$ cat config.mk
export PLATFORM = sky130hd
export DESIGN_NAME = dot_product_pipe
export DESIGN_NICKNAME = d
export VERILOG_FILES = /design/src/design/coef_pkg.sv /design/src/design/dot_product_pipe.sv
export SDC_FILE = /design/constraint.sdc
export NUM_CORES = 2
export LEC_CHECK = 0
export BUFFER_PORTS_ARGS = -buffer_cell sky130_fd_sc_hd__buf_2
export CAP_MARGIN = 10
export CORE_MARGIN = 3
export CORE_UTILIZATION = 60
export DETAILED_ROUTE_END_ITERATION = 8
export PLACE_DENSITY = 0.79
export REMOVE_ABC_BUFFERS = 1
export SLEW_MARGIN = 5
export SYNTH_ARGS = -nofsm -noshare
export SYNTH_HDL_FRONTEND = slang
export SYNTH_SLANG_ARGS = --single-unit
$ cat constraint.sdc
create_clock -name i_clk -period 7.1 [get_ports i_clk]
set_input_delay 0.355 -clock i_clk [delete_from_list [all_inputs] [get_ports i_clk]]
set_output_delay 0.355 -clock i_clk [all_outputs]
set_load 0.02 [all_outputs]
$ cat src/design/coef_pkg.sv
// Shared widths, AXI4-Lite response codes and channel state encodings.
// Packed request and response structs for the write and read channels.
// Register file write command.

`default_nettype none

package coef_pkg;

    // ----------------------------------------------------------
    // Sizes
    // ----------------------------------------------------------

    // Number of coefficient registers.
    localparam int COEF_COUNT = 4;
    // Width of a coefficient index.
    localparam int COEF_IDX_W = 2;
    // Upper bounds for the struct fields.
    // Modules use only the low ADDR_W and DATA_W bits.
    localparam int MAX_ADDR_W = 32;
    localparam int MAX_DATA_W = 64;

    // ----------------------------------------------------------
    // Encodings
    // ----------------------------------------------------------

    // AXI4-Lite response codes used by this slave.
    typedef enum logic [1:0] {
        RESP_OKAY   = 2'b00,
        RESP_SLVERR = 2'b10
    } axil_resp_e;

    // Write channel FSM.
    typedef enum logic [1:0] {
        WR_IDLE,
        WR_ACCEPT,
        WR_RESP
    } wr_state_e;

    // Read channel FSM.
    typedef enum logic [1:0] {
        RD_IDLE,
        RD_ACCEPT,
        RD_DATA
    } rd_state_e;

    // ----------------------------------------------------------
    // Channel structs
    // ----------------------------------------------------------

    // Write side, driven by the master.
    typedef struct packed {
        logic                    awvalid;
        logic [MAX_ADDR_W-1:0]   awaddr;
        logic                    wvalid;
        logic [MAX_DATA_W-1:0]   wdata;
        logic [MAX_DATA_W/8-1:0] wstrb;
        logic                    bready;
    } axil_wr_req_t;

    // Write side, driven by the slave.
    typedef struct packed {
        logic       awready;
        logic       wready;
        logic       bvalid;
        axil_resp_e bresp;
    } axil_wr_rsp_t;

    // Read side, driven by the master.
    typedef struct packed {
        logic                  arvalid;
        logic [MAX_ADDR_W-1:0] araddr;
        logic                  rready;
    } axil_rd_req_t;

    // Read side, driven by the slave.
    typedef struct packed {
        logic                  arready;
        logic                  rvalid;
        logic [MAX_DATA_W-1:0] rdata;
        axil_resp_e            rresp;
    } axil_rd_rsp_t;

    // Write command from the write channel to the register file.
    typedef struct packed {
        logic                    en;
        logic [COEF_IDX_W-1:0]   idx;
        logic [MAX_DATA_W-1:0]   data;
        logic [MAX_DATA_W/8-1:0] strb;
    } coef_wr_t;

endpackage

`default_nettype wire
$ cat src/design/dot_product_pipe.sv
// Two-stage inner product pipeline.
// Stage one multiplies, stage two sums, both truncated to DATA_W.

`timescale 1ns/1ps
`default_nettype none

module dot_product_pipe #(
    parameter int DATA_W = 32
) (
    input  wire logic                                          i_clk,
    input  wire logic                                          i_sync_rst,
    input  wire logic [coef_pkg::COEF_COUNT-1:0][DATA_W-1:0]   i_vec,
    input  wire logic                                          i_vec_valid,
    input  wire logic [coef_pkg::COEF_COUNT-1:0][DATA_W-1:0]   i_coefs,
    output var  logic [DATA_W-1:0]                             o_prod,
    output var  logic                                          o_prod_valid
);

    // Valid bit per stage, one vector each.
    logic [1:0]                                  r_valid_sr;
    // Stage one products.
    logic [coef_pkg::COEF_COUNT-1:0][DATA_W-1:0] r_prod;
    logic [DATA_W-1:0]                           prod_sum;

    // ----------------------------------------------------------
    // Valid tracking
    // ----------------------------------------------------------

    always_ff @(posedge i_clk) begin
        if (i_sync_rst) begin
            r_valid_sr <= '0;
        end else begin
            r_valid_sr <= {r_valid_sr[0], i_vec_valid};
        end
    end

    assign o_prod_valid = r_valid_sr[1];

    // ----------------------------------------------------------
    // Stage one
    // ----------------------------------------------------------

    // Coefficients are sampled on the same edge as the vector.
    always_ff @(posedge i_clk) begin
        if (i_vec_valid) begin
            for (int i = 0; i < coef_pkg::COEF_COUNT; i++) begin
                r_prod[i] <= i_vec[i] * i_coefs[i];
            end
        end
    end

    // ----------------------------------------------------------
    // Stage two
    // ----------------------------------------------------------

    // Adder tree, wraps at DATA_W.
    always_comb begin
        prod_sum = '0;
        for (int i = 0; i < coef_pkg::COEF_COUNT; i++) begin
            prod_sum = prod_sum + r_prod[i];
        end
    end

    always_ff @(posedge i_clk) begin
        if (r_valid_sr[0]) begin
            o_prod <= prod_sum;
        end
    end

    // Fixed two-cycle latency, in both directions.
    a_latency: assert property (@(posedge i_clk) disable iff (i_sync_rst)
        i_vec_valid |-> ##2 o_prod_valid);
    a_no_spurious: assert property (@(posedge i_clk) disable iff (i_sync_rst)
        !i_vec_valid |-> ##2 !o_prod_valid);

endmodule

`default_nettype wire

==> impl_metrics.ini <==
[global_routing]
antenna_found_initial = 13
first_global_vias = 58000
globalRouteOverflowTotal = 0
grt_pass1_wl_um = 311000
grt_max_degree = 69
global_route.usage.total_pct = 32.8

[min_path]
worstHoldPathCells = 2
worst_hold_path.endpoint = r_valid_sr[0]
worst_hold_path_type = input pin to register
beginning_of_the_worst_hold_path = i_sync_rst

[synthesis]
async_reset_ff_share_pct = 0
dominantRegCellSynth = edfxtp_1
postSynthCellCount = 7437
number_of_flops_mapped_to_enable_cells_by_yosys = 160
synth_seq_cells = 162
synth.area.top_cells = fa_1, and2_1, ha_1
synth.cell_area_sq_mm = 0.0703
synthDominantAreaCellType = fa_1
yosysUniqueCellTypes = 74
synth_largest_type_area_fraction_pct = 48.2
yosys_warnings = 0
synth_area_per_cell_sq_um = 9.46
synth-seq-area-share_pct = 6.89

[finish]
final_nets = 10200
mostFrequentLayoutCell = fa_1
areaGrowthSynthToFinish_pct = 7.62
num-fill-cells = 9212
final_cell_mix = fa_1, inv_1, and2_1
drive_above_1_share_pct = 8.99

[worst_setup_path]
slowest_stage = fa_1
cp.required_ps = 7280
r2r-end = o_prod[31]
critPathMaxFanout = 6
critPathMaxStageDelay_ps = 580
r2r-start = r_prod[0]
critPathCaptureType = register
setup.worst_path.start = i_coefs[37]
crit_path_frequent_cell = fa_1
timing.reg2reg.setup_slack_ps = 2460
r2r_cells = 13
crit_path_start_kind = input pin
timing.critical_path.arrival_ps = 6920
crit_path_cell_trace = buf_2, and2_1, fa_1, fa_1, fa_1, inv_1, fa_1, fa_1, fa_1, inv_1, fa_1, fa_1, ha_1, a21oi_1, o21ai_0, nand3b_1, o221a_2, a211oi_1, nor4b_1, a2111oi_1, xnor2_1
critical_path_class = input pin to register

[detailed_routing]
postRouteAntennaNets = 0
drt_iter0_markers = 3919
post_drt_via_cell_ratio = 5.60
detailroute.via_count = 52000
totalWireLength_um = 189000
wl_per_instance_um = 20.4
firstDrtPassIters = 5
drcViolationCount = 0

[timing]
postLayoutSetupSlackWorst_ps = 356
min_period_over_period_pct = 95.0
final.setup.tns_ps = 0
hold_violations = 0
final.setup_skew_ps = 7.14
fmaxAchievable_ghz = 0.148
final-setup-viol-count = 0
slew_headroom_pct = 39.3
worst_slew_pin_slew_ps = 911
timing.final.max_slew_violations = 0
layout_min_cycle_time_ps = 6740
grt_setup_unrepaired = no

[run]
drv_cap = 0

[clocking]
numClockSinks = 162
tritoncts.num_buffers = 17
clockBufferDepth = 2
clkSlewWorstSetupHoldPaths_ps = 60
cts_tree = done
worstSkewPairLatency_ps = 440
cts.repair_timing.setup_buffer_count = 0
cts-root-buf = clkbuf_16
htree_num_levels = 4

[placement]
place_worst_setup_slack_ps = -95.8
gpl.final_weighted_congestion = 0.969
detailed_place_hpwl_um = 163000
placement.io_buffers = 291

[run_status]
outcome = finished clean

[floorplan]
placement_row_count = 124
die_h_um = 348
start_util_pct = 61.0
io_pins = 292
width_of_the_die_um = 348
floorplan.die_area_sq_mm = 0.121
placeableCoreArea_sq_mm = 0.115
-- per-layer routing --
metal / GRT usage, % / part of all wire, %
met1: 43.6 / 39
met2: 54.2 / 48
met3: 6.04 / 8.5
met4: 12.0 / 4.3
met5: 0 / 0.029
-- timing repair --
action / in CTS / in global routing
endpoints found under the setup margin: 0 / 2
resized for setup: 0 / 2
hold buffers: 0 / 0
-- how the worst max path moves through the flow --
stage	cells after the start	slack, ps	endpoint
4_1_cts	21	350	r_prod[63]
3_5_place_dp	21	-100	r_prod[63]
5_1_grt	23	60	r_prod[95]
3_3_place_gp	21	-3	r_prod[63]
2_1_floorplan	22	390	r_prod[94]
6_report	21	360	r_prod[63]
-- registers in the layout, indices dropped and copies added, names as in the netlist --
name        flops
r_prod        128
o_prod         32
r_valid_sr      2
-- critical path, delay by kind of cell --
family,cells,cell delay [ps]
adders and majority gates,9,4310
AOI/OAI and AO/OA,5,1350
and+or+nand+nor,3,500
buffers and inverters,3,250
xor gates and xnor gates,1,120
-- cell families (layout without fill, tap and decap cells) --
| family | after synthesis | after routing | share of synthesized area, % |
|---|---|---|---|
| adder cells (fa/ha/maj) | 2217 | 2217 | 57.5 |
| multiplexers | 5 | 5 | 0.0730 |
| XOR/XNOR | 364 | 364 | 4.53 |
| AO/OA/AOI/OAI | 344 | 344 | 3.27 |
| buffers and inverters | 1940 | 2266 | 10.4 |
| AND/OR/NAND/NOR | 2405 | 2405 | 17.3 |
| flip-flops | 162 | 162 | 6.89 |
| other | 0 | 5 | 0 |
-- per-stage QoR --
step	instances	hold WS [ps]	area, sq um	utilization, %
6_report	9280	85.2	75700	65.6
4_1_cts	9275	69.8	75700	65.6
5_1_grt	9277	80.7	75700	65.6
3_3_place_gp	9243	526	75100	65.2
2_1_floorplan	7088	427	69000	-
3_5_place_dp	9243	527	75100	65.2
-- cell usage after synthesis, types with 6 or more instances --
cell / n
or3_1: 6
o211ai_1: 15
ha_1: 523
nor2_1: 84
nand2b_1: 19
a21oi_1: 93
and2_1: 1113
a211oi_1: 18
a21boi_0: 7
xnor2_1: 288
nor2b_1: 14
clkbuf_1: 347
inv_1: 1591
fa_1: 1694
o21a_1: 28
and3_1: 13
o21ai_0: 63
nand2_1: 1066
a31oi_1: 10
or2_2: 6
edfxtp_1: 160
nor4_1: 6
o31ai_1: 6
xor2_1: 76
nand3_1: 20
o21bai_1: 12
nor3_1: 28
a21o_1: 39
nand4_1: 7
-- final cells by class --
type                            instances  area [sq um]  share of cell area (%)
Antenna cell                            5          12.5                  0.0165
Clock buffer                           19           433                   0.572
Clock inverter                         13           111                   0.147
Inverter                             1591          5970                    7.89
Multi-Input combinational cell       5335         58200                    76.9
Sequential cell                       162          4850                    6.40
Tap cell                             1512          1890                    2.50
Timing Repair Buffer                  643          4240                    5.60
Power is left out: the tool's default activity adds up to more than one toggle a clock period on the data nets, which glitch-free logic cannot reach.
