<file path="src/design/coef_pkg.sv">
// Shared widths, AXI4-Lite response codes and channel state encodings.
// Packed request and response structs for the write and read channels.
// Register file write command.

`default_nettype none

package coef_pkg;

    // ----------------------------------------------------------
    // Sizes
    // ----------------------------------------------------------

    // Number of coefficient registers.
    localparam int COEF_COUNT = 4;
    // Width of a coefficient index.
    localparam int COEF_IDX_W = 2;
    // Upper bounds for the struct fields.
    // Modules use only the low ADDR_W and DATA_W bits.
    localparam int MAX_ADDR_W = 32;
    localparam int MAX_DATA_W = 64;

    // ----------------------------------------------------------
    // Encodings
    // ----------------------------------------------------------

    // AXI4-Lite response codes used by this slave.
    typedef enum logic [1:0] {
        RESP_OKAY   = 2'b00,
        RESP_SLVERR = 2'b10
    } axil_resp_e;

    // Write channel FSM.
    typedef enum logic [1:0] {
        WR_IDLE,
        WR_ACCEPT,
        WR_RESP
    } wr_state_e;

    // Read channel FSM.
    typedef enum logic [1:0] {
        RD_IDLE,
        RD_ACCEPT,
        RD_DATA
    } rd_state_e;

    // ----------------------------------------------------------
    // Channel structs
    // ----------------------------------------------------------

    // Write side, driven by the master.
    typedef struct packed {
        logic                    awvalid;
        logic [MAX_ADDR_W-1:0]   awaddr;
        logic                    wvalid;
        logic [MAX_DATA_W-1:0]   wdata;
        logic [MAX_DATA_W/8-1:0] wstrb;
        logic                    bready;
    } axil_wr_req_t;

    // Write side, driven by the slave.
    typedef struct packed {
        logic       awready;
        logic       wready;
        logic       bvalid;
        axil_resp_e bresp;
    } axil_wr_rsp_t;

    // Read side, driven by the master.
    typedef struct packed {
        logic                  arvalid;
        logic [MAX_ADDR_W-1:0] araddr;
        logic                  rready;
    } axil_rd_req_t;

    // Read side, driven by the slave.
    typedef struct packed {
        logic                  arready;
        logic                  rvalid;
        logic [MAX_DATA_W-1:0] rdata;
        axil_resp_e            rresp;
    } axil_rd_rsp_t;

    // Write command from the write channel to the register file.
    typedef struct packed {
        logic                    en;
        logic [COEF_IDX_W-1:0]   idx;
        logic [MAX_DATA_W-1:0]   data;
        logic [MAX_DATA_W/8-1:0] strb;
    } coef_wr_t;

endpackage

`default_nettype wire
</file>
<file path="src/design/axil_write_channel.sv">
// AXI4-Lite write channel: AW/W capture, range decode, write command, B response.

`timescale 1ns/1ps
`default_nettype none

module axil_write_channel #(
    parameter int ADDR_W = 32,
    parameter int DATA_W = 32
) (
    input  wire logic                   i_clk,
    input  wire logic                   i_sync_rst,
    input  wire coef_pkg::axil_wr_req_t i_req,
    output var  coef_pkg::axil_wr_rsp_t o_rsp,
    output var  coef_pkg::coef_wr_t     o_coef_wr
);

    // Byte offset bits inside one data word.
    localparam int ADDR_LSB = $clog2(DATA_W / 8);
    localparam int STRB_W   = DATA_W / 8;

    coef_pkg::wr_state_e  r_state;
    logic                 r_awready;
    logic                 r_wready;
    logic                 r_bvalid;
    coef_pkg::axil_resp_e r_bresp;

    // Latched transaction payload.
    logic [ADDR_W-1:0]    r_awaddr;
    logic [DATA_W-1:0]    r_wdata;
    logic [STRB_W-1:0]    r_wstrb;

    logic                 wr_hs;
    logic [ADDR_W-1:0]    wr_word;
    logic                 wr_in_range;

    // Both channels complete together on the same edge.
    assign wr_hs = r_awready && i_req.awvalid && r_wready && i_req.wvalid;

    // ----------------------------------------------------------
    // Address decode
    // ----------------------------------------------------------

    // Word index of the latched address.
    assign wr_word = r_awaddr >> ADDR_LSB;
    // Anything past the last coefficient word is an error.
    assign wr_in_range = (wr_word < ADDR_W'(coef_pkg::COEF_COUNT));

    // ----------------------------------------------------------
    // Control FSM
    // ----------------------------------------------------------

    always_ff @(posedge i_clk) begin
        if (i_sync_rst) begin
            r_state   <= coef_pkg::WR_IDLE;
            r_awready <= 1'b0;
            r_wready  <= 1'b0;
            r_bvalid  <= 1'b0;
        end else begin
            case (r_state)
                coef_pkg::WR_IDLE: begin
                    // Wait for address and data together.
                    if (i_req.awvalid && i_req.wvalid) begin
                        r_state   <= coef_pkg::WR_ACCEPT;
                        r_awready <= 1'b1;
                        r_wready  <= 1'b1;
                    end
                end
                coef_pkg::WR_ACCEPT: begin
                    // Readies drop after the handshake edge.
                    if (wr_hs) begin
                        r_state   <= coef_pkg::WR_RESP;
                        r_awready <= 1'b0;
                        r_wready  <= 1'b0;
                        r_bvalid  <= 1'b1;
                    end
                end
                coef_pkg::WR_RESP: begin
                    // Hold the response until the master takes it.
                    if (i_req.bready) begin
                        r_state  <= coef_pkg::WR_IDLE;
                        r_bvalid <= 1'b0;
                    end
                end
                default: begin
                    r_state <= coef_pkg::WR_IDLE;
                end
            endcase
        end
    end

    // Payload capture and response code.
    always_ff @(posedge i_clk) begin
        if (r_state == coef_pkg::WR_IDLE && i_req.awvalid && i_req.wvalid) begin
            r_awaddr <= i_req.awaddr[ADDR_W-1:0];
            r_wdata  <= i_req.wdata[DATA_W-1:0];
            r_wstrb  <= i_req.wstrb[STRB_W-1:0];
        end
        if (wr_hs) begin
            r_bresp <= wr_in_range ? coef_pkg::RESP_OKAY : coef_pkg::RESP_SLVERR;
        end
    end

    // ----------------------------------------------------------
    // Outputs
    // ----------------------------------------------------------

    always_comb begin
        o_rsp         = '0;
        o_rsp.awready = r_awready;
        o_rsp.wready  = r_wready;
        o_rsp.bvalid  = r_bvalid;
        o_rsp.bresp   = r_bresp;
    end

    // One-cycle write command, only for in-range words.
    always_comb begin
        o_coef_wr                   = '0;
        o_coef_wr.en                = wr_hs && wr_in_range;
        o_coef_wr.idx               = wr_word[coef_pkg::COEF_IDX_W-1:0];
        o_coef_wr.data[DATA_W-1:0]  = r_wdata;
        o_coef_wr.strb[STRB_W-1:0]  = r_wstrb;
    end

    // ----------------------------------------------------------
    // Assertions
    // ----------------------------------------------------------

    // AW and W are accepted as one transfer in exactly one cycle.
    a_ready_pair: assert property (@(posedge i_clk) disable iff (i_sync_rst)
        r_awready |=> !r_awready && !r_wready);

    // Response holds until the master is ready.
    a_bvalid_hold: assert property (@(posedge i_clk) disable iff (i_sync_rst)
        r_bvalid && !i_req.bready |=> r_bvalid);

endmodule

`default_nettype wire

</file>
<file path="config.mk">
export PLATFORM = sky130hd
export DESIGN_NAME = axil_write_channel
export DESIGN_NICKNAME = d
export VERILOG_FILES = /design/src/design/coef_pkg.sv /design/src/design/axil_write_channel.sv
export SDC_FILE = /design/constraint.sdc
export NUM_CORES = 1
export LEC_CHECK = 0
export ABC_AREA = 1
export BUFFER_PORTS_ARGS = -buffer_cell sky130_fd_sc_hd__buf_2
export CAP_MARGIN = 20
export CORE_ASPECT_RATIO = 1.75
export CORE_MARGIN = 2
export CORE_UTILIZATION = 35
export CTS_CLUSTER_SIZE = 16
export DETAILED_ROUTE_END_ITERATION = 10
export PLACE_DENSITY = 0.75
export SETUP_SLACK_MARGIN = 0.02
export SYNTH_ARGS = -nofsm -noshare
export SYNTH_HDL_FRONTEND = slang
export SYNTH_SLANG_ARGS = --single-unit
</file>
<file path="constraint.sdc">
create_clock -name i_clk -period 2.97 [get_ports i_clk]
set_clock_uncertainty 0.2 [all_clocks]
set_input_delay 0.1485 -clock i_clk [delete_from_list [all_inputs] [get_ports i_clk]]
set_output_delay 0.1485 -clock i_clk [all_outputs]
set_load 0.05 [all_outputs]
</file>
==> report_table.html <==
<table>
<tr><th>Metric</th><th>Value</th></tr>
<tr><th colspan="2">STA</th></tr>
<tr><td>Count of final hold-check violations</td><td>0</td></tr>
<tr><td>Maximum clock frequency</td><td>about 0.51 GHz</td></tr>
<tr><td>Post-route setup TNS</td><td>0 ps</td></tr>
<tr><td>Final worst path period share</td><td>between 60% and 70%</td></tr>
<tr><td>Min Clock Period, post-route</td><td>around 2000 ps</td></tr>
<tr><td>Final setup violation count</td><td>0</td></tr>
<tr><td>Min setup slack post-route</td><td>1010 ps</td></tr>
<tr><td>Total count of max-transition violations in the final report</td><td>0</td></tr>
<tr><td>Actual slew at the worst max-slew pin</td><td>a little over 800 ps</td></tr>
<tr><td>Minimum hold slack</td><td>90.7 ps</td></tr>
<tr><td>Rel. slew slack</td><td>45.4%</td></tr>
<tr><td>Unrepaired setup endpoints after global routing</td><td>no</td></tr>
<tr><th colspan="2">Die</th></tr>
<tr><td>Core Area</td><td>a little over 7000 um2</td></tr>
<tr><td>Number of placement rows</td><td>~40</td></tr>
<tr><td>Die Outline Area</td><td>roughly 8200 um2</td></tr>
<tr><td>Y dimension of the die</td><td>approximately 120 um</td></tr>
<tr><td>Count of boundary I/O pins</td><td>about 190</td></tr>
<tr><td>Effective utilization at floorplan</td><td>a little over a third</td></tr>
<tr><td>X dimension of the die</td><td>69.3 um</td></tr>
<tr><th colspan="2">Min path</th></tr>
<tr><td>Worst Hold Class</td><td>in2reg</td></tr>
<tr><td>Hold Crit Depth</td><td>6</td></tr>
<tr><th colspan="2">Routing</th></tr>
<tr><td>Detailed Route Iter0 Violations</td><td>57</td></tr>
<tr><td>Post-detailed-route DRC marker count</td><td>0</td></tr>
<tr><td>Count of nets left with antenna violations after detail routing</td><td>0</td></tr>
<tr><td>TritonRoute pass-1 iters</td><td>4</td></tr>
<tr><td>Drt via density</td><td>4.06</td></tr>
<tr><td>Total Wirelength</td><td>roughly 5500 um</td></tr>
<tr><td>Number of vias after detailed routing</td><td>between 1500 and 2000</td></tr>
<tr><td>Routed len/inst</td><td>12.5 um</td></tr>
<tr><th colspan="2">Clock tree</th></tr>
<tr><td>Clock tree root buffer cell</td><td>clkbuf_16</td></tr>
<tr><td>Number of sinks on the clock net</td><td>71</td></tr>
<tr><td>Clock latency at the later pin of the worst-skew pair</td><td>320 ps</td></tr>
<tr><td>Clock tree from TritonCTS</td><td>yes</td></tr>
<tr><td>Clock-pin slew on the worst setup and hold paths</td><td>around 50 ps</td></tr>
<tr><td>Largest buffer count on any clock path</td><td>2</td></tr>
<tr><td>CTS buffer count</td><td>9</td></tr>
<tr><td>H-Tree Depth</td><td>3</td></tr>
<tr><th colspan="2">GRT</th></tr>
<tr><td>Wire length of the first global-routing pass</td><td>a little under 9000 um</td></tr>
<tr><td>Antenna violations before repair</td><td>0</td></tr>
<tr><td>Via count of the first global-routing pass</td><td>1920</td></tr>
<tr><td>Maximum number of pins on one net before global-route repair</td><td>67</td></tr>
<tr><td>Overall track demand over capacity in global routing</td><td>between 10 and 15%</td></tr>
<tr><td>Leftover overflow at the end of global routing</td><td>0</td></tr>
<tr><th colspan="2">Setup path</th></tr>
<tr><td>Worst setup path category</td><td>in2reg</td></tr>
<tr><td>Crit path arrival time</td><td>between 1500 and 2000 ps</td></tr>
<tr><td>Data required time at the worst endpoint</td><td>between 2000 and 3000 ps</td></tr>
<tr><td>Maximum fanout count along the critical path</td><td>66</td></tr>
<tr><td>Startpoint type of the worst setup path</td><td>input pin</td></tr>
<tr><td>Kind of end point of the critical path</td><td>register</td></tr>
<tr><td>Worst-case reg-to-reg path depth</td><td>4</td></tr>
<tr><th colspan="2">Placement</th></tr>
<tr><td>Worst slack after detailed placement</td><td>approximately 1100 ps</td></tr>
<tr><td>Placement Cell Area</td><td>just over 3000 um2</td></tr>
<tr><td>Cells after DPL</td><td>about 360</td></tr>
<tr><td>Gpl congestion</td><td>between 0.7 and 0.8</td></tr>
<tr><td>I/O Buffers</td><td>between 100 and 150</td></tr>
<tr><td>Post-detail-place hpwl</td><td>3230 um</td></tr>
<tr><th colspan="2">Layout</th></tr>
<tr><td>Commonest cells after routing, fill and taps aside</td><td>buf_2 (113), dlygate4sd3_1 (71), edfxtp_1 (67), conb_1 (37), nor2_1 (18)</td></tr>
<tr><td>Share of layout cells above drive strength 1</td><td>36.8%</td></tr>
<tr><td>Non-Filler Instances</td><td>between 400 and 500</td></tr>
<tr><td>Utilization after layout</td><td>a little under three fifths</td></tr>
<tr><td>Commonest non-fill, non-tap cell in the layout</td><td>buf_2</td></tr>
<tr><td>Layout overhead on the synthesized area</td><td>56.2%</td></tr>
<tr><td>Design Area, Final</td><td>just over 4000 um2</td></tr>
<tr><td>Antenna diode count</td><td>0</td></tr>
<tr><td>Final layout net count</td><td>460</td></tr>
<tr><th colspan="2">Pwr</th></tr>
<tr><td>VDD IR-drop max</td><td>about 0.48 mV</td></tr>
<tr><td>Overall power of the completed layout</td><td>around 2.4 mW</td></tr>
<tr><td>Power per cell area</td><td>598 nW/um2</td></tr>
<tr><td>Static leakage power</td><td>~1.7 nW</td></tr>
<tr><th colspan="2">Logic synthesis</th></tr>
<tr><td>Per-instance average area after synthesis</td><td>16.2 um2</td></tr>
<tr><td>Unique cell type count in the Yosys netlist</td><td>17</td></tr>
<tr><td>Number of synthesis warnings</td><td>0</td></tr>
<tr><td>Area of the mapped netlist</td><td>about 2600 um2</td></tr>
<tr><td>Post-synthesis sequential area ratio</td><td>roughly 80%</td></tr>
<tr><td>Number of instances in the synthesized netlist</td><td>161</td></tr>
<tr><td>Register bit total from synthesis</td><td>71</td></tr>
<tr><th colspan="2">Flow run</th></tr>
<tr><td>Number of maximum-capacitance violations</td><td>0</td></tr>
<tr><th colspan="2">Status</th></tr>
<tr><td>Status</td><td>completed</td></tr>
</table>
==> area by class of cell <==
cell class | instances | area, um2
clock inverters | 5 | 25.0
fillers | 558 | 3150
clock buffers | 11 | 233
flip-flops and latches | 71 | 2090
well taps | 86 | 108
repair buffers | 185 | 1280
inverters | 4 | 15.0
multi-input cells | 80 | 328
==> flip-flops by register name (all words and copies together) (netlist names) <==
register  count
r_wstrb       4
r_state       2
r_wdata      32
r_wready      1
r_bvalid      1
r_awaddr     30
r_bresp       1
==> critical path: stages <==
cell	delay (ps)
dlygate4sd3_1	520
buf_2	90
nand2_1	50
inv_1	80
nand2_1	90
inv_2	50
buf_4	600
==> cell families after synthesis <==
group,synth area share (%)
other cells,0.143
simple gates,6.27
flops,80.0
compound gates,0.957
buf+inv,12.6
==> Yosys cell counts <==
master	number	area, um2
inv_1	3	11.3
a21oi_1	4	20.0
nand3_1	1	5.00
nor2_1	18	67.6
nand2_1	13	48.8
o21ai_0	1	5.00
nand3b_1	1	7.51
nor2_2	1	6.26
inv_2	1	3.75
nor3_2	1	10.0
buf_4	42	315
and2_1	1	6.26
nand4_1	1	6.26
nand2_2	1	6.26
conb_1	1	3.75
dfxtp_1	4	80.1
edfxtp_1	67	2010
==> layer usage <==
metal	GRT usage, %	up-vias	share of wire [%]
met4	6.99	0	2.0
met2	26.4	107	56
met5	0	-	0
met3	4.77	10	8.3
li1	-	861	-
met1	12.9	815	34
==> power breakdown <==
part	internal, mW	switching, mW	leakage (nW)
combinational	0.113	0.249	0.951
sequential	1.15	0.0109	0.653
clock	0.556	0.363	0.124
total	1.82	0.623	1.73
==> timing repair <==
action | CTS | global route
hold endpoints to repair | 70 | 0
hold buffers | 71 | 0
gates resized for setup | 0 | 0
buffers inserted | 0 | 0
==> worst paths after layout <==
| check | start | slack [ps] | to |
|---|---|---|---|
| setup reg to reg | r_state[1] | 1140 | r_awaddr[11] |
| hold / removal | i_req[73] | 90 | r_state[0] |
| hold reg to reg | r_wready | 320 | r_wready |
| setup / recovery | i_req[106] | 1010 | r_awaddr[11] |
No activity file was read; power rests on OpenSTA's default activity.
