[config.mk]
export PLATFORM = sky130hd
export DESIGN_NAME = axil_read_channel
export DESIGN_NICKNAME = d
export VERILOG_FILES = /design/src/design/coef_pkg.sv /design/src/design/axil_read_channel.sv
export SDC_FILE = /design/constraint.sdc
export NUM_CORES = 1
export LEC_CHECK = 0
export BUFFER_PORTS_ARGS = -buffer_cell sky130_fd_sc_hd__buf_4
export CELL_PAD_IN_SITES_DETAIL_PLACEMENT = 1
export CELL_PAD_IN_SITES_GLOBAL_PLACEMENT = 2
export CORE_ASPECT_RATIO = 0.9
export CORE_MARGIN = 1
export CORE_UTILIZATION = 29
export DETAILED_ROUTE_END_ITERATION = 16
export PLACE_DENSITY = 0.9
export SYNTH_ARGS = -nofsm -noshare
export SYNTH_HDL_FRONTEND = slang
export SYNTH_SLANG_ARGS = --single-unit
[constraint.sdc]
create_clock -name i_clk -period 3.9 [get_ports i_clk]
set_clock_uncertainty 0.1 [all_clocks]
set_input_delay 0.78 -clock i_clk [delete_from_list [all_inputs] [get_ports i_clk]]
set_output_delay 0.78 -clock i_clk [all_outputs]
set_load 0.005 [all_outputs]
[src/design/coef_pkg.sv]
// Shared widths, AXI4-Lite response codes and channel state encodings.
// Packed request and response structs for the write and read channels.
// Register file write command.

`default_nettype none

package coef_pkg;

    // ----------------------------------------------------------
    // Sizes
    // ----------------------------------------------------------

    // Number of coefficient registers.
    localparam int COEF_COUNT = 4;
    // Width of a coefficient index.
    localparam int COEF_IDX_W = 2;
    // Upper bounds for the struct fields.
    // Modules use only the low ADDR_W and DATA_W bits.
    localparam int MAX_ADDR_W = 32;
    localparam int MAX_DATA_W = 64;

    // ----------------------------------------------------------
    // Encodings
    // ----------------------------------------------------------

    // AXI4-Lite response codes used by this slave.
    typedef enum logic [1:0] {
        RESP_OKAY   = 2'b00,
        RESP_SLVERR = 2'b10
    } axil_resp_e;

    // Write channel FSM.
    typedef enum logic [1:0] {
        WR_IDLE,
        WR_ACCEPT,
        WR_RESP
    } wr_state_e;

    // Read channel FSM.
    typedef enum logic [1:0] {
        RD_IDLE,
        RD_ACCEPT,
        RD_DATA
    } rd_state_e;

    // ----------------------------------------------------------
    // Channel structs
    // ----------------------------------------------------------

    // Write side, driven by the master.
    typedef struct packed {
        logic                    awvalid;
        logic [MAX_ADDR_W-1:0]   awaddr;
        logic                    wvalid;
        logic [MAX_DATA_W-1:0]   wdata;
        logic [MAX_DATA_W/8-1:0] wstrb;
        logic                    bready;
    } axil_wr_req_t;

    // Write side, driven by the slave.
    typedef struct packed {
        logic       awready;
        logic       wready;
        logic       bvalid;
        axil_resp_e bresp;
    } axil_wr_rsp_t;

    // Read side, driven by the master.
    typedef struct packed {
        logic                  arvalid;
        logic [MAX_ADDR_W-1:0] araddr;
        logic                  rready;
    } axil_rd_req_t;

    // Read side, driven by the slave.
    typedef struct packed {
        logic                  arready;
        logic                  rvalid;
        logic [MAX_DATA_W-1:0] rdata;
        axil_resp_e            rresp;
    } axil_rd_rsp_t;

    // Write command from the write channel to the register file.
    typedef struct packed {
        logic                    en;
        logic [COEF_IDX_W-1:0]   idx;
        logic [MAX_DATA_W-1:0]   data;
        logic [MAX_DATA_W/8-1:0] strb;
    } coef_wr_t;

endpackage

`default_nettype wire
[src/design/axil_read_channel.sv]
// AXI4-Lite read channel: AR capture, range decode, R data and response.

`timescale 1ns/1ps
`default_nettype none

module axil_read_channel #(
    parameter int ADDR_W = 32,
    parameter int DATA_W = 32
) (
    input  wire logic                              i_clk,
    input  wire logic                              i_sync_rst,
    input  wire coef_pkg::axil_rd_req_t            i_req,
    output var  coef_pkg::axil_rd_rsp_t            o_rsp,
    output var  logic [coef_pkg::COEF_IDX_W-1:0]   o_rd_idx,
    input  wire logic [DATA_W-1:0]                 i_rd_data
);

    // Byte offset bits inside one data word.
    localparam int ADDR_LSB = $clog2(DATA_W / 8);

    coef_pkg::rd_state_e  r_state;
    logic                 r_arready;
    logic                 r_rvalid;
    logic [ADDR_W-1:0]    r_araddr;
    logic [DATA_W-1:0]    r_rdata;
    coef_pkg::axil_resp_e r_rresp;

    logic                 rd_hs;
    logic [ADDR_W-1:0]    rd_word;
    logic                 rd_in_range;

    assign rd_hs = r_arready && i_req.arvalid;

    // Word index and range of the latched address.
    assign rd_word     = r_araddr >> ADDR_LSB;
    assign rd_in_range = (rd_word < ADDR_W'(coef_pkg::COEF_COUNT));
    // Index into the register file, data comes back in the same cycle.
    assign o_rd_idx    = rd_word[coef_pkg::COEF_IDX_W-1:0];

    // ----------------------------------------------------------
    // Control FSM
    // ----------------------------------------------------------

    always_ff @(posedge i_clk) begin
        if (i_sync_rst) begin
            r_state   <= coef_pkg::RD_IDLE;
            r_arready <= 1'b0;
            r_rvalid  <= 1'b0;
        end else begin
            case (r_state)
                coef_pkg::RD_IDLE: begin
                    if (i_req.arvalid) begin
                        r_state   <= coef_pkg::RD_ACCEPT;
                        r_arready <= 1'b1;
                    end
                end
                coef_pkg::RD_ACCEPT: begin
                    // Data is valid right after the address handshake.
                    if (rd_hs) begin
                        r_state   <= coef_pkg::RD_DATA;
                        r_arready <= 1'b0;
                        r_rvalid  <= 1'b1;
                    end
                end
                coef_pkg::RD_DATA: begin
                    if (i_req.rready) begin
                        r_state  <= coef_pkg::RD_IDLE;
                        r_rvalid <= 1'b0;
                    end
                end
                default: begin
                    r_state <= coef_pkg::RD_IDLE;
                end
            endcase
        end
    end

    // Address capture, then data and response on the handshake edge.
    always_ff @(posedge i_clk) begin
        if (r_state == coef_pkg::RD_IDLE && i_req.arvalid) begin
            r_araddr <= i_req.araddr[ADDR_W-1:0];
        end
        if (rd_hs) begin
            // Out-of-range reads return zero.
            r_rdata <= rd_in_range ? i_rd_data : '0;
            r_rresp <= rd_in_range ? coef_pkg::RESP_OKAY : coef_pkg::RESP_SLVERR;
        end
    end

    always_comb begin
        o_rsp                    = '0;
        o_rsp.arready            = r_arready;
        o_rsp.rvalid             = r_rvalid;
        o_rsp.rdata[DATA_W-1:0]  = r_rdata;
        o_rsp.rresp              = r_rresp;
    end

    // Read data holds under back-pressure.
    a_rdata_hold: assert property (@(posedge i_clk) disable iff (i_sync_rst)
        r_rvalid && !i_req.rready |=> r_rvalid && $stable(r_rdata));

endmodule

`default_nettype wire

==> metrics, run 1 <==
wire length on met1 2353 um; Worst path max stage delay 0.56 ns; clock root buffer master clkbuf_8; synth top area cells edfxtp_1, nor3_2, buf_4; die area 10470 um^2; Final ANT Viol Nets 0; chip height 97.16 um; n_diodes 0; setup TNS 0 ns; cell with the most instances after synthesis edfxtp_1; CP Class reg2reg; Met2 Wirelength 2872 um; placed inst area 3655 um^2; DRC viols 0; worst path required time 3.96 ns; cell area after synthesis 2918 um^2; Cell Count, Final, Fillers Out 436; endpoint class of the critical path flip-flop; largest net degree at the start of global routing 34; Routed WL 5861 um; Avg Synthesized Cell Area 14.37 um^2; clk sinks 67; flops & latches, synth 67; Post-DP HPWL 4235 um; CTS H-tree depth 3; layout cells sized above 1 49.68%; Rows 34; sequential area share after synthesis 67.58%; All-Layer GR Usage 11.50%; total CTS buffers 9; final setup vio count 0; 1st-iter DRT viols 58; Critical Path Source Type flip-flop; Peak supply drop 189.5 uV; CP Cell Sequence nor4_1, nand4_2, buf_4, nor3_2; Worst Hold Class reg2reg; dominant cell type by area after synthesis edfxtp_1; most frequently used flop master after synthesis edfxtp_1; maximum root-to-sink buffer count 2; asr flop ratio synth 0%; final hold vios 0; Syn. warnings 0; relative slew slack 37.93%; outcome finished, final reports clean; Post-CTS Resized 0; share of the synthesized area in the top cell type 64.84%; via density per instance 4.151; IO Port Bufs 102; post-CTS setup repair buffer count 0; final instance area 3862 um^2; FMAX 0.4437 GHz; crit path time final 2.254 ns; Max Cap Violations 0; CTS tree built; Yosys cell types 25; Fill cells 1046; Starting Density 29.95%; number of synthesized flops with an enable pin 63; crit path max fanout 20; via count 1810; vias in the first global route 1874; met3 wire len 549 um; GP Congestion 0.6767; drt wl/cell 13.44 um; Hold Buf Count CTS 0; CORE AREA 9742 um^2; cell count after synthesis 203; highest metal used met4; Synth top cells by count edfxtp_1, buf_4, nand2_1, nor3_2, nor4_1; Worst-path clk slew 0.07 ns; initial antenna violation count 0; Leakage 1.471 nW; crit share post-route 57.79%; Worst EP arrival 2.31 ns; Die W 107.7 um; final net count 373; Final Slew Violations 0; global-route wire length before repair 9190 um; Max stage delay cell, worst path nand4_2; clock latency on the worst-skew pair 0.33 ns; Syn-to-layout area delta 32.38%; RSZ-0062 raised after global routing false; dpl cells 420; Pwr Density 398.4 nW/um^2; Ports 138; First-pass DRT Iterations 4; worst slew pin tran 0.9278 ns; grt ovf 0
[registers in the layout (all words and copies together), names as in the netlist]
signal,count
r_araddr,30
r_rdata,32
r_state,2
r_rvalid,1
r_rresp,1
r_arready,1
[cells by family (layout without fill, tap and decap cells)]
logic type	after synthesis	after routing	share of synthesized area, %
muxes	1	1	0.3431
and+or+nand+nor	83	83	19.47
DFF	67	67	67.58
other	1	33	0.1285
buffers and inverters	47	122	11.71
AOI/OAI and AO/OA	4	4	0.7718
[cell usage in the layout (no fill, tap or decap)]
master	synthesis	routed
conb_1	1	33
nor4_4	1	1
mux2i_1	1	1
dfxtp_1	4	4
clkinv_1	0	2
nor3_2	30	30
o21bai_1	1	1
nor4_2	1	1
nor2_1	4	4
nand4b_1	1	1
nand2_2	0	1
o21ai_0	1	1
nor4_1	6	6
and2_2	0	1
edfxtp_1	63	63
clkinv_2	0	1
nand2_1	33	32
clkbuf_1	3	1
buf_4	37	105
clkbuf_8	0	9
nand4_2	1	1
nor3b_2	0	1
clkinvlp_4	0	1
nor3_1	2	2
and3_1	1	1
bufinv_16	0	2
nand2b_1	1	1
inv_1	1	1
a21oi_1	2	2
[routing by layer]
layer | GRT usage [%] | vias to the layer above
li1 | - | 858
met1 | 13.32 | 849
met2 | 19.18 | 92
met3 | 4.225 | 11
met4 | 4.426 | 0
met5 | 0 | -
[per-stage QoR]
| stage | worst slack, ns | hold slack (ns) | power (W) | utilization [%] |
|---|---|---|---|---|
| after global routing | 1.397 | 0.4438 | 0.001595 | 39.65 |
| after global placement | 1.654 | 0.3803 | 0.0009379 | 37.52 |
| after floorplan | 0.2765 | 0.3569 | 0.0008986 | - |
| after detailed placement | 1.592 | 0.3929 | 0.0009429 | 37.52 |
| final | 1.646 | 0.4012 | 0.001539 | 39.65 |
| after CTS | 1.577 | 0.4015 | 0.001557 | 39.65 |
[final timing paths]
check	startpoint	end	slack, ns	cells past startpoint
max	r_araddr[18]	r_rdata[5]	1.65	4
min	r_rvalid	r_rvalid	0.40	2
max reg2reg	r_araddr[18]	r_rdata[5]	1.65	4
min reg2reg	r_rvalid	r_rvalid	0.40	2
[critical path: cells and delay by family, from the launching register on]
| family | cells | cell delay [ns] |
|---|---|---|
| and+or+nand+nor | 3 | 1.13 |
| buffers and inverters | 1 | 0.46 |
| DFF | 1 | 0.38 |
[cell type report]
type                            count  area, um^2  area share (%)
Sequential cell                    67        1972           51.05
Multi-Input combinational cell    121       733.2           18.98
Inverter                            1       3.754         0.09718
Timing Repair Buffer              105       788.3           20.41
Clock buffer                       10       127.6           3.304
Clock inverter                      6       80.08           2.073
Tap cell                          126       157.7           4.082
[power by group]
group	total, W	leakage [nW]	switching (W)	internal [W]
Clock	0.000613	0.101	0.000258	0.000355
Sequential	0.000824	0.673	0.0000104	0.000814
Combinational	0.000101	0.697	0.0000464	0.0000549
Total	0.00154	1.47	0.000315	0.00122
No activity file was read; power rests on OpenSTA's default activity.
==> inputs of run 2 (changes only) <==
==> constraint.sdc (replaced) <==
create_clock -name i_clk -period 2.3 [get_ports i_clk]
set_clock_uncertainty 0.1 [all_clocks]
set_input_delay 0.46 -clock i_clk [delete_from_list [all_inputs] [get_ports i_clk]]
set_output_delay 0.46 -clock i_clk [all_outputs]
set_load 0.005 [all_outputs]
==> metrics, run 2 (synthesis results as in run 1) <==
CP Class reg2reg; final hold vios 0; Fill cells 1039; largest net degree at the start of global routing 34; max FFs per register 32; worst path required time 2.37 ns; Hold Buf Count CTS 0; Final ANT Viol Nets 0; commonest non-fill, non-tap cell in the layout buf_4; clock root buffer master clkbuf_8; CORE AREA 9742 um^2; drt wl/cell 13.37 um; Switch Pwr 0.0005534 W; layout cells sized above 1 50.80%; crit path max fanout 20; Critical Path Source Type flip-flop; Worst-path clk slew 0.08 ns; All-Layer GR Usage 11.64%; relative slew slack 66.22%; combinational fraction of design power 6.6%; Tot Pwr 0.002634 W; Ports 138; Post-CTS Resized 0; chip height 97.16 um; Final Slew Violations 0; post-layout util 40.03%; initial antenna violation count 0; Clk pwr share 40.4%; most flop-heavy register r_rdata; grt ovf 0; First-pass DRT Iterations 4; endpoint class of the critical path flip-flop; Syn-to-layout area delta 33.66%; Routed WL 5868 um; top flop regs r_rdata: 32 flops, r_araddr: 30 flops, r_state: 2 flops; 1st-iter DRT viols 57; RSZ-0062 raised after global routing false; clock latency on the worst-skew pair 0.34 ns; CTS tree built; Max stage delay cell, worst path nor4_1; GP Congestion 0.6819; clk sinks 67; worst slew pin tran 0.5067 ns; Leakage 1.487 nW; via count 1824; via density per instance 4.155; Worst EP arrival 1.76 ns; Post-DP HPWL 4198 um; CTS H-tree depth 3; Multi-input gate area 739.5 um^2; Worst Hold Class in2reg; switching part of the total 21.01%; Starting Density 29.95%; Rows 34; Pwr Density 675.3 nW/um^2; total CTS buffers 9; crit path time final 1.683 ns; CP Cell Sequence nor4_1, nand4_2, buf_4, nor3_1; final net count 376; global-route wire length before repair 9114 um; maximum root-to-sink buffer count 2; DRC viols 0; Worst path max stage delay 0.38 ns; IO Port Bufs 102; most frequent cells in the layout buf_4, edfxtp_1, conb_1, nand2_1, nor3_2; final setup vio count 0; outcome finished, final reports clean; FMAX 0.5943 GHz; critical path's top delay family simple AND/OR/NAND/NOR gates; post-CTS setup repair buffer count 0; Peak supply drop 334.8 uV; die area 10470 um^2; setup TNS 0 ns; Int Power 0.002080 W; CP bufs+invs 1; Reg power frac 53.1%; n_diodes 0; final instance area 3900 um^2; Die W 107.7 um; crit share post-route 73.16%; Max Cap Violations 0; vias in the first global route 1893; Register Area 1972 um^2; placed inst area 3684 um^2
## run 2: path summary, 6_finish.rpt
kind                              startpoint            to  slack, ns  depth (start not counted)
worst max register to register  r_araddr[18]    r_rdata[0]       0.62                          4
worst max-delay path            r_araddr[18]    r_rdata[0]       0.62                          4
worst min register to register      r_rvalid      r_rvalid       0.41                          2
worst min-delay path               i_req[19]  r_araddr[18]       0.20                          1
## run 2: power groups by stage
stage	Sequential [W]	Combinational (W)	Clock (W)
5_1_grt	0.00140	0.000190	0.00116
3_5_place_dp	0.00143	0.000175	0
2_1_floorplan	0.00142	0.000101	0
6_report	0.00140	0.000173	0.00106
4_1_cts	0.00140	0.000175	0.00110
3_3_place_gp	0.00142	0.000170	0
## run 2: final cells by class
class / instances / area share [%]
clock inverters: 7 / 2.374
inverters: 1 / 0.09625
multi-input cells: 121 / 18.96
clock buffers: 9 / 3.176
repair buffers: 108 / 20.79
well taps: 126 / 4.042
flip-flops and latches: 67 / 50.56
## run 2: routing by layer
metal	vias to the layer above	wire (um)	track usage, %
li1	865	-	-
met1	860	2275	12.94
met2	92	2942	19.33
met3	7	595	5.902
met4	0	55	3.477
met5	-	0	0
## run 2: metrics by stage
stage	hold slack [ns]	std cells	setup WS (ns)
6_report	0.1951	439	0.6172
3_5_place_dp	0.3925	423	0.6040
2_1_floorplan	0.3569	235	0.08213
4_1_cts	0.1707	439	0.5749
5_1_grt	0.1604	439	0.4237
3_3_place_gp	0.3759	423	0.6282
## run 2: worst register-to-register path: stages (launching register included)
cell and delay (ns):
edfxtp_1 0.36, nor4_1 0.38, nand4_2 0.20, buf_4 0.27
nor3_1 0.21
