## config.mk

```make
export PLATFORM = sky130hd
export DESIGN_NAME = coef_reg_file
export DESIGN_NICKNAME = d
export VERILOG_FILES = /design/src/design/coef_pkg.sv /design/src/design/coef_reg_file.sv
export SDC_FILE = /design/constraint.sdc
export NUM_CORES = 1
export LEC_CHECK = 0
export ABC_AREA = 0
export BUFFER_PORTS_ARGS = -buffer_cell sky130_fd_sc_hd__buf_2
export CAP_MARGIN = 20
export CELL_PAD_IN_SITES_DETAIL_PLACEMENT = 0
export CELL_PAD_IN_SITES_GLOBAL_PLACEMENT = 1
export CORE_MARGIN = 2
export CORE_UTILIZATION = 25
export CTS_CLUSTER_DIAMETER = 120
export DETAILED_ROUTE_END_ITERATION = 10
export PLACE_DENSITY = 0.58
export SYNTH_ARGS = -nofsm -noshare
export SYNTH_HDL_FRONTEND = slang
export SYNTH_SLANG_ARGS = --single-unit
```

## constraint.sdc

```tcl
create_clock -name i_clk -period 2.64 [get_ports i_clk]
set_clock_uncertainty 0.1 [all_clocks]
set_input_delay 0.66 -clock i_clk [delete_from_list [all_inputs] [get_ports i_clk]]
set_output_delay 0.66 -clock i_clk [all_outputs]
set_load 0.01 [all_outputs]
```

## src/design/coef_pkg.sv

```systemverilog
// Shared widths, AXI4-Lite response codes and channel state encodings.
// Packed request and response structs for the write and read channels.
// Register file write command.

`default_nettype none

package coef_pkg;

    // ----------------------------------------------------------
    // Sizes
    // ----------------------------------------------------------

    // Number of coefficient registers.
    localparam int COEF_COUNT = 4;
    // Width of a coefficient index.
    localparam int COEF_IDX_W = 2;
    // Upper bounds for the struct fields.
    // Modules use only the low ADDR_W and DATA_W bits.
    localparam int MAX_ADDR_W = 32;
    localparam int MAX_DATA_W = 64;

    // ----------------------------------------------------------
    // Encodings
    // ----------------------------------------------------------

    // AXI4-Lite response codes used by this slave.
    typedef enum logic [1:0] {
        RESP_OKAY   = 2'b00,
        RESP_SLVERR = 2'b10
    } axil_resp_e;

    // Write channel FSM.
    typedef enum logic [1:0] {
        WR_IDLE,
        WR_ACCEPT,
        WR_RESP
    } wr_state_e;

    // Read channel FSM.
    typedef enum logic [1:0] {
        RD_IDLE,
        RD_ACCEPT,
        RD_DATA
    } rd_state_e;

    // ----------------------------------------------------------
    // Channel structs
    // ----------------------------------------------------------

    // Write side, driven by the master.
    typedef struct packed {
        logic                    awvalid;
        logic [MAX_ADDR_W-1:0]   awaddr;
        logic                    wvalid;
        logic [MAX_DATA_W-1:0]   wdata;
        logic [MAX_DATA_W/8-1:0] wstrb;
        logic                    bready;
    } axil_wr_req_t;

    // Write side, driven by the slave.
    typedef struct packed {
        logic       awready;
        logic       wready;
        logic       bvalid;
        axil_resp_e bresp;
    } axil_wr_rsp_t;

    // Read side, driven by the master.
    typedef struct packed {
        logic                  arvalid;
        logic [MAX_ADDR_W-1:0] araddr;
        logic                  rready;
    } axil_rd_req_t;

    // Read side, driven by the slave.
    typedef struct packed {
        logic                  arready;
        logic                  rvalid;
        logic [MAX_DATA_W-1:0] rdata;
        axil_resp_e            rresp;
    } axil_rd_rsp_t;

    // Write command from the write channel to the register file.
    typedef struct packed {
        logic                    en;
        logic [COEF_IDX_W-1:0]   idx;
        logic [MAX_DATA_W-1:0]   data;
        logic [MAX_DATA_W/8-1:0] strb;
    } coef_wr_t;

endpackage

`default_nettype wire
```

## src/design/coef_reg_file.sv

```systemverilog
// Four byte-strobed coefficient registers.
// Read mux and full coefficient vector.

`timescale 1ns/1ps
`default_nettype none

module coef_reg_file #(
    parameter int DATA_W = 32
) (
    input  wire logic                                          i_clk,
    input  wire logic                                          i_sync_rst,
    input  wire coef_pkg::coef_wr_t                            i_coef_wr,
    input  wire logic [coef_pkg::COEF_IDX_W-1:0]               i_rd_idx,
    output var  logic [DATA_W-1:0]                             o_rd_data,
    output var  logic [coef_pkg::COEF_COUNT-1:0][DATA_W-1:0]   o_coefs
);

    localparam int STRB_W = DATA_W / 8;

    logic [coef_pkg::COEF_COUNT-1:0][DATA_W-1:0] r_coefs;

    // ----------------------------------------------------------
    // Strobed write
    // ----------------------------------------------------------

    // The write channel only issues in-range indices.
    always_ff @(posedge i_clk) begin
        if (i_sync_rst) begin
            r_coefs <= '0;
        end else if (i_coef_wr.en) begin
            for (int b = 0; b < STRB_W; b++) begin
                // Update only the enabled bytes.
                if (i_coef_wr.strb[b]) begin
                    r_coefs[i_coef_wr.idx][b*8 +: 8] <= i_coef_wr.data[b*8 +: 8];
                end
            end
        end
    end

    // ----------------------------------------------------------
    // Read side
    // ----------------------------------------------------------

    // Combinational read for the read channel.
    assign o_rd_data = r_coefs[i_rd_idx];

    // Whole vector for the pipeline.
    assign o_coefs = r_coefs;

endmodule

`default_nettype wire

```

==> results.md, run 1 <==
* RSZ-0062 raised after global routing: false
* Crit-path most repeated cell: buf_2
* Register Area at 2560 um2
* Slew Viols, Final at 0
* Rows at 56
* Status: completed
* Multi-input combinational cell area at around 3200 um2
* Max Cap Viol at 0
* Final Cycle Share at ~92%
* Setup slack, reg-to-reg at 1.86 ns
* Combinational Power Share at 8.6%
* Seq/Total Area, Yosys at a little over two fifths
* Placed cell area at 7380 um2
* Static Leak at 3.96 nW
* Core region area at 23600 um2
* Crit. path cell count at 4
* H-tree depth at 4
* Synth Area in Simple Gates at a little over 20%
* Arr. time, crit path at 1.68 ns
* Crit path max fanout at 19
* Wire length of the first global-routing pass at 26600 um
* Clk_lat worst skew at 0.41 ns
* IO Port Bufs at 202
* Setup_tns at 0 ns
* Worst-path clk slew at 0.06 ns
* R2r worst-path depth at 2
* Synthesized Nets at ~590
* # clock sinks at 128
* DIE AREA at around 25000 um2
* Crit. End Element: output pin
* Iteration-0 DRC Markers at approximately 160
* Dominant combinational cell family by area after synthesis: multiplexers
* XOR/XNOR Fraction of Synth Area at 0%
* Critical Path Source Type: input pin
* Clock buffer depth at 2
* Internal power at ~3.7 mW
* CP max stage delay at 0.53 ns
* Clock share of power at 49.9%
* Die Wd at 160 um
* Layout cells sized above 1 at between 40% and 50%
* Post-CTS sizing at 0
* Vias at 4500
* Total CTS buffers at 17
* Synth warn at 0
* Setup CP Type: input pin to output pin
* TritonCTS clock tree: yes
* Synth Area in Compound Gates at 0%
* Vias in the first global route at 4749
* Synth Instances at 506
* Gpl congestion at 0.748
* Hold Path Class: flip-flop to flip-flop
* All-Layer GR Usage at 13.2%
* Worst R2R Start: o_coefs[86]
* Worst slew pin tran at 0.689 ns
* Root buf cell: clkbuf_16
* Syn_area_per_cell at 12.0 um2
* Die Y at between 150 and 200 um
* Synth Register Bits at ~130
* Synthesized area at 6050 um2
* CP bufs+invs at 3
* Tmin final at 2.44 ns
* Drt pass-1 iters at 4
* Terminus of the critical flop-to-flop path: o_coefs[86]
* Setup WS post-layout at ~0.20 ns
* F_max at 410 MHz
* Synth Area in Adders at 0%
* Sw Pwr at approximately 1.2 mW
* Crit path cell chain: buf_2 -> buf_12 -> mux4_2 -> buf_2
* I/O pin count at 239
* Initial Util at 25.6%
* Post-CTS setup buffer count at 0
* WL/cell at roughly 16 um
* Final nets at 782
* Rel. slew slack at a little over half
* Cell variety after synth at 16
* Critical path's slowest cell: mux4_2
* Multiplexer area fraction after synthesis at 33.1%
* Hold Buf Count CTS at 0
* PD cells at between 600 and 700 nW/um2
* Critical path origin: i_rd_idx[1]
* Hpwl dp at 11800 um
* Critical Path RT at approximately 1.9 ns
* Peak VDD IR at 0.000340 V
* Number of vias per cell at 4.35
* Final wirelength at about 17000 um
* CP delay by family, top: multiplexers
* Pre-CTS setup slack at 0.195 ns
* Hold Vio Cnt, Final at 0
* Number of flip-flops in the largest register at 128
* GRT overflow at 0
* CP Capture Point: o_rd_data[26]
* Layout area overhead at 32.0%
* Setup violations, final at 0
* Sw Share at approximately a quarter
* Antenna-violating nets left at 0
* Flop pwr share at between 40% and 50%
* Initial antenna violation count at 1
* DRC Markers at 0
* Largest net degree at the start of global routing at 161
* Final instance area at ~8000 um2
* Fillers at 2400
==> per-stage QoR <==
step / power [mW] / hold slack, ns / std cells / utilization (%)
final: 4.84 / 0.387 / 1035 / 33.8
after global placement: 2.47 / 0.366 / 1003 / 31.3
after CTS: 4.92 / 0.388 / 1034 / 33.8
after detailed placement: 2.48 / 0.376 / 1003 / 31.3
after global routing: 5.04 / 0.412 / 1034 / 33.8
after floorplan: 2.31 / 0.401 / 506 / -
==> layer usage <==
metal / global-route usage, % / vias to the layer above / wire [um]
li1: - / 2170 / -
met1: 16.7 / 2187 / 7810
met2: 21.5 / 129 / 8020
met3: 4.14 / 12 / 929
met4: 4.05 / 2 / 163
met5: 0 / - / 7
==> cell usage after synthesis <==
cell type	count	share of area, %
and4b_1	1	0.17
and4b_2	2	0.37
and4bb_2	2	0.41
buf_2	7	0.58
buf_4	8	0.99
buf_6	7	1.3
clkbuf_1	17	1.1
clkbuf_8	1	0.23
dfxtp_1	128	42
mux2i_1	128	21
mux4_2	32	12
nand2b_1	160	17
nand4_4	4	1.4
nand4b_1	5	0.72
nand4b_2	1	0.25
nand4bb_1	3	0.56
==> kinds of logic (layout without fill, tap and decap cells) <==
| kind of cell | Yosys count | count (layout) |
|---|---|---|
| other | 0 | 1 |
| multiplexers | 160 | 160 |
| buffers and inverters | 40 | 249 |
| AND/OR/NAND/NOR | 178 | 178 |
| flip-flops | 128 | 128 |
==> power by group through the flow <==
stage          clock network, mW  logic [mW]  registers [mW]
2_1_floorplan                  0       0.249            2.06
3_3_place_gp                   0       0.416            2.05
3_5_place_dp                   0       0.425            2.05
4_1_cts                     2.49       0.426            2.01
5_1_grt                     2.57       0.452            2.01
6_report                    2.41       0.417            2.01
==> worst min path at each step <==
stage                 from     endpoint  slack (ns)  depth (start not counted)
2_1_floorplan  o_coefs[45]  o_coefs[45]        0.40                          2
3_3_place_gp    o_coefs[8]   o_coefs[8]        0.37                          2
3_5_place_dp    o_coefs[5]   o_coefs[5]        0.38                          2
4_1_cts         o_coefs[5]   o_coefs[5]        0.39                          2
5_1_grt        o_coefs[66]  o_coefs[66]        0.41                          2
6_report       o_coefs[50]  o_coefs[50]        0.39                          2
==> layout make-up <==
class	instances	share of cell area, %
sequential	128	32.1
multi-input combinational	338	40.5
tap	319	5.00
clock inverter	13	2.05
antenna	1	0.0313
timing repair buffer	218	14.8
clock buffer	18	5.50
==> worst reg2reg max path: cells and delay by family, from the launching register on <==
family / cells / cell delay [ns]
DFF: 1 / 0.39
muxes: 1 / 0.14
and+or+nand+nor: 1 / 0.07
==> cell usage in the layout, fill, tap and decap left out, types with 4 or more instances in the layout <==
| master | count |
|---|---|
| dfxtp_1 | 128 |
| buf_2 | 201 |
| nand4b_1 | 5 |
| buf_12 | 4 |
| clkbuf_16 | 17 |
| nand4_4 | 4 |
| nand2b_1 | 160 |
| mux4_2 | 32 |
| mux2i_1 | 128 |
| buf_4 | 13 |
| clkinv_4 | 4 |
Note: power is estimated with default switching activity, not from simulation.
==> run 2, diff against run 1 <==
==> constraint.sdc (replaced) <==
create_clock -name i_clk -period 3.1 [get_ports i_clk]
set_clock_uncertainty 0.1 [all_clocks]
set_input_delay 0.775 -clock i_clk [delete_from_list [all_inputs] [get_ports i_clk]]
set_output_delay 0.775 -clock i_clk [all_outputs]
set_load 0.01 [all_outputs]
==> results.md, run 2 (same netlist as run 1, synthesis figures left out) <==
* Vias at 4510 (+0.22%)
* Rows at 56 (unchanged)
* Setup violations, final at 0 (unchanged)
* Setup_tns at 0 ns (unchanged)
* Multi-input combinational cell area at 3240 um2 (unchanged)
* Hold path start: o_coefs[36]
* Fillers at 2446 (+1.9%)
* Largest net degree at the start of global routing at 81 (-50%)
* Final Cycle Share at 88.3%
* TritonCTS clock tree: yes
* Crit path max fanout at 32 (+13)
* DRC Markers at 0 (unchanged)
* Root buf cell: clkbuf_16
* Clock buffer depth at 2 (unchanged)
* Hold Buf Count CTS at 0 (unchanged)
* Initial antenna violation count at 2 (+1)
* Max Cap Viol at 0 (unchanged)
* GRT overflow at 0 (unchanged)
* Hold Path Class: flip-flop to flip-flop
* Placed cell area at 7290 um2 (-1.3%)
* Gpl congestion at 0.749 (about the same)
* Drt pass-1 iters at 4 (unchanged)
* Slew Viols, Final at 0 (unchanged)
* Arr. time, crit path at 1.86 ns (+0.18 ns)
* Number of vias per cell at 4.41 (+1.4%)
* Total CTS buffers at 17 (unchanged)
* Critical path origin: i_rd_idx[0]
* PD cells at 517 nW/um2 (-15%)
* Antenna fix cells at 0 (-1)
* RSZ-0062 raised after global routing: false
* Iteration-0 DRC Markers at 153 (-5.0%)
* # clock sinks at 128 (unchanged)
* IO Port Bufs at 202 (unchanged)
* Crit. End Element: output pin
* Hold Vio Cnt, Final at 0 (unchanged)
* Initial Util at 25.6% (unchanged)
* Die Wd at 160 um (unchanged)
* DIE AREA at 25500 um2 (unchanged)
* Peak VDD IR at 0.000225 V (-34%)
* Layout area overhead at 30.1%
* Core region area at 23600 um2 (unchanged)
* Critical Path Source Type: input pin
* Final nets at 771 (-1.4%)
* Worst R2R Start: o_coefs[119]
* Setup WS post-layout at 0.364 ns (+0.166 ns)
* Worst-path clk slew at 0.06 ns (about the same)
* Most frequent cells in the layout: buf_2 (201), nand2b_1 (160), mux2i_1 (128), dfxtp_1 (128), mux4_2 (32)
* WL/cell at 16.7 um (+2.2%)
* Pre-CTS setup slack at 0.346 ns (+0.152 ns)
* Most common cell after layout, fill and taps aside: buf_2
* Static Leak at 3.89 nW (-1.8%)
* Layout cells sized above 1 at 39.6% (-0.93 points)
* Final instance area at 7870 um2 (-1.5%)
* Rel. slew slack at 48.0% (-5.8 points)
* Core Util, Final at 33.3% (-0.49 points)
* Number of flip-flops in the largest register at 128 (unchanged)
* H-tree depth at 4 (unchanged)
* Setup CP Type: input pin to output pin
* Hpwl dp at 11500 um (-2.1%)
* Register Area at 2560 um2 (unchanged)
* Vias in the first global route at 4637 (-2.4%)
* Clk_lat worst skew at 0.40 ns (about the same)
* F_max at between 300 and 400 MHz
* Tmin final at 2.74 ns
* Post-CTS setup buffer count at 0 (unchanged)
* Status: completed
* Post-CTS sizing at 0 (unchanged)
* Final wirelength at 17100 um (+1.0%)
* Wire length of the first global-routing pass at 26700 um (+0.39%)
* Worst slew pin tran at 0.776 ns (+0.0865 ns)
* Die Y at 160 um (unchanged)
* All-Layer GR Usage at 13.3% (+0.096 points)
* Critical Path RT at 2.22 ns (+0.34 ns)
* Antenna-violating nets left at 0 (unchanged)
* I/O pin count at 239 (unchanged)
* Total power at 4.07 mW (-16%)
-- run 2: path summary, 6_finish.rpt --
kind                                      to  slack, ns  cells past startpoint
worst max-delay path            o_rd_data[9]       0.36                      4
worst min register to register   o_coefs[36]       0.39                      2
worst min-delay path             o_coefs[36]       0.39                      2
worst max register to register  o_coefs[119]       2.31                      2
-- run 2: worst max-delay path, stage by stage --
cell	delay, ns
buf_2	0.10
buf_12	0.26
mux4_2	0.55
buf_2	0.16
-- run 2: layer usage --
| layer | global-route usage (%) | vias to the layer above | wire (um) |
|---|---|---|---|
| li1 | - | 2140 | - |
| met1 | 16.7 | 2228 | 7600 |
| met2 | 22.0 | 132 | 8280 |
| met3 | 4.58 | 8 | 1100 |
| met4 | 3.22 | 2 | 118 |
| met5 | 0 | - | 7 |
-- run 2: through the flow --
stage | cells | hold slack [ns]
after floorplan | 506 | 0.401
after global placement | 992 | 0.367
after detailed placement | 992 | 0.374
after CTS | 1023 | 0.391
after global routing | 1023 | 0.405
final | 1023 | 0.391
-- run 2: layout make-up --
class / count / area share, %
Multi-Input combinational cell: 338 / 41.1
Clock buffer: 17 / 5.40
Timing Repair Buffer: 207 / 13.8
Clock inverter: 14 / 2.02
Tap cell: 319 / 5.07
Sequential cell: 128 / 32.5
-- run 2: where the power goes --
part	internal, mW	switching (mW)
combinational	0.165	0.181
sequential	1.68	0.0296
clock	1.19	0.815
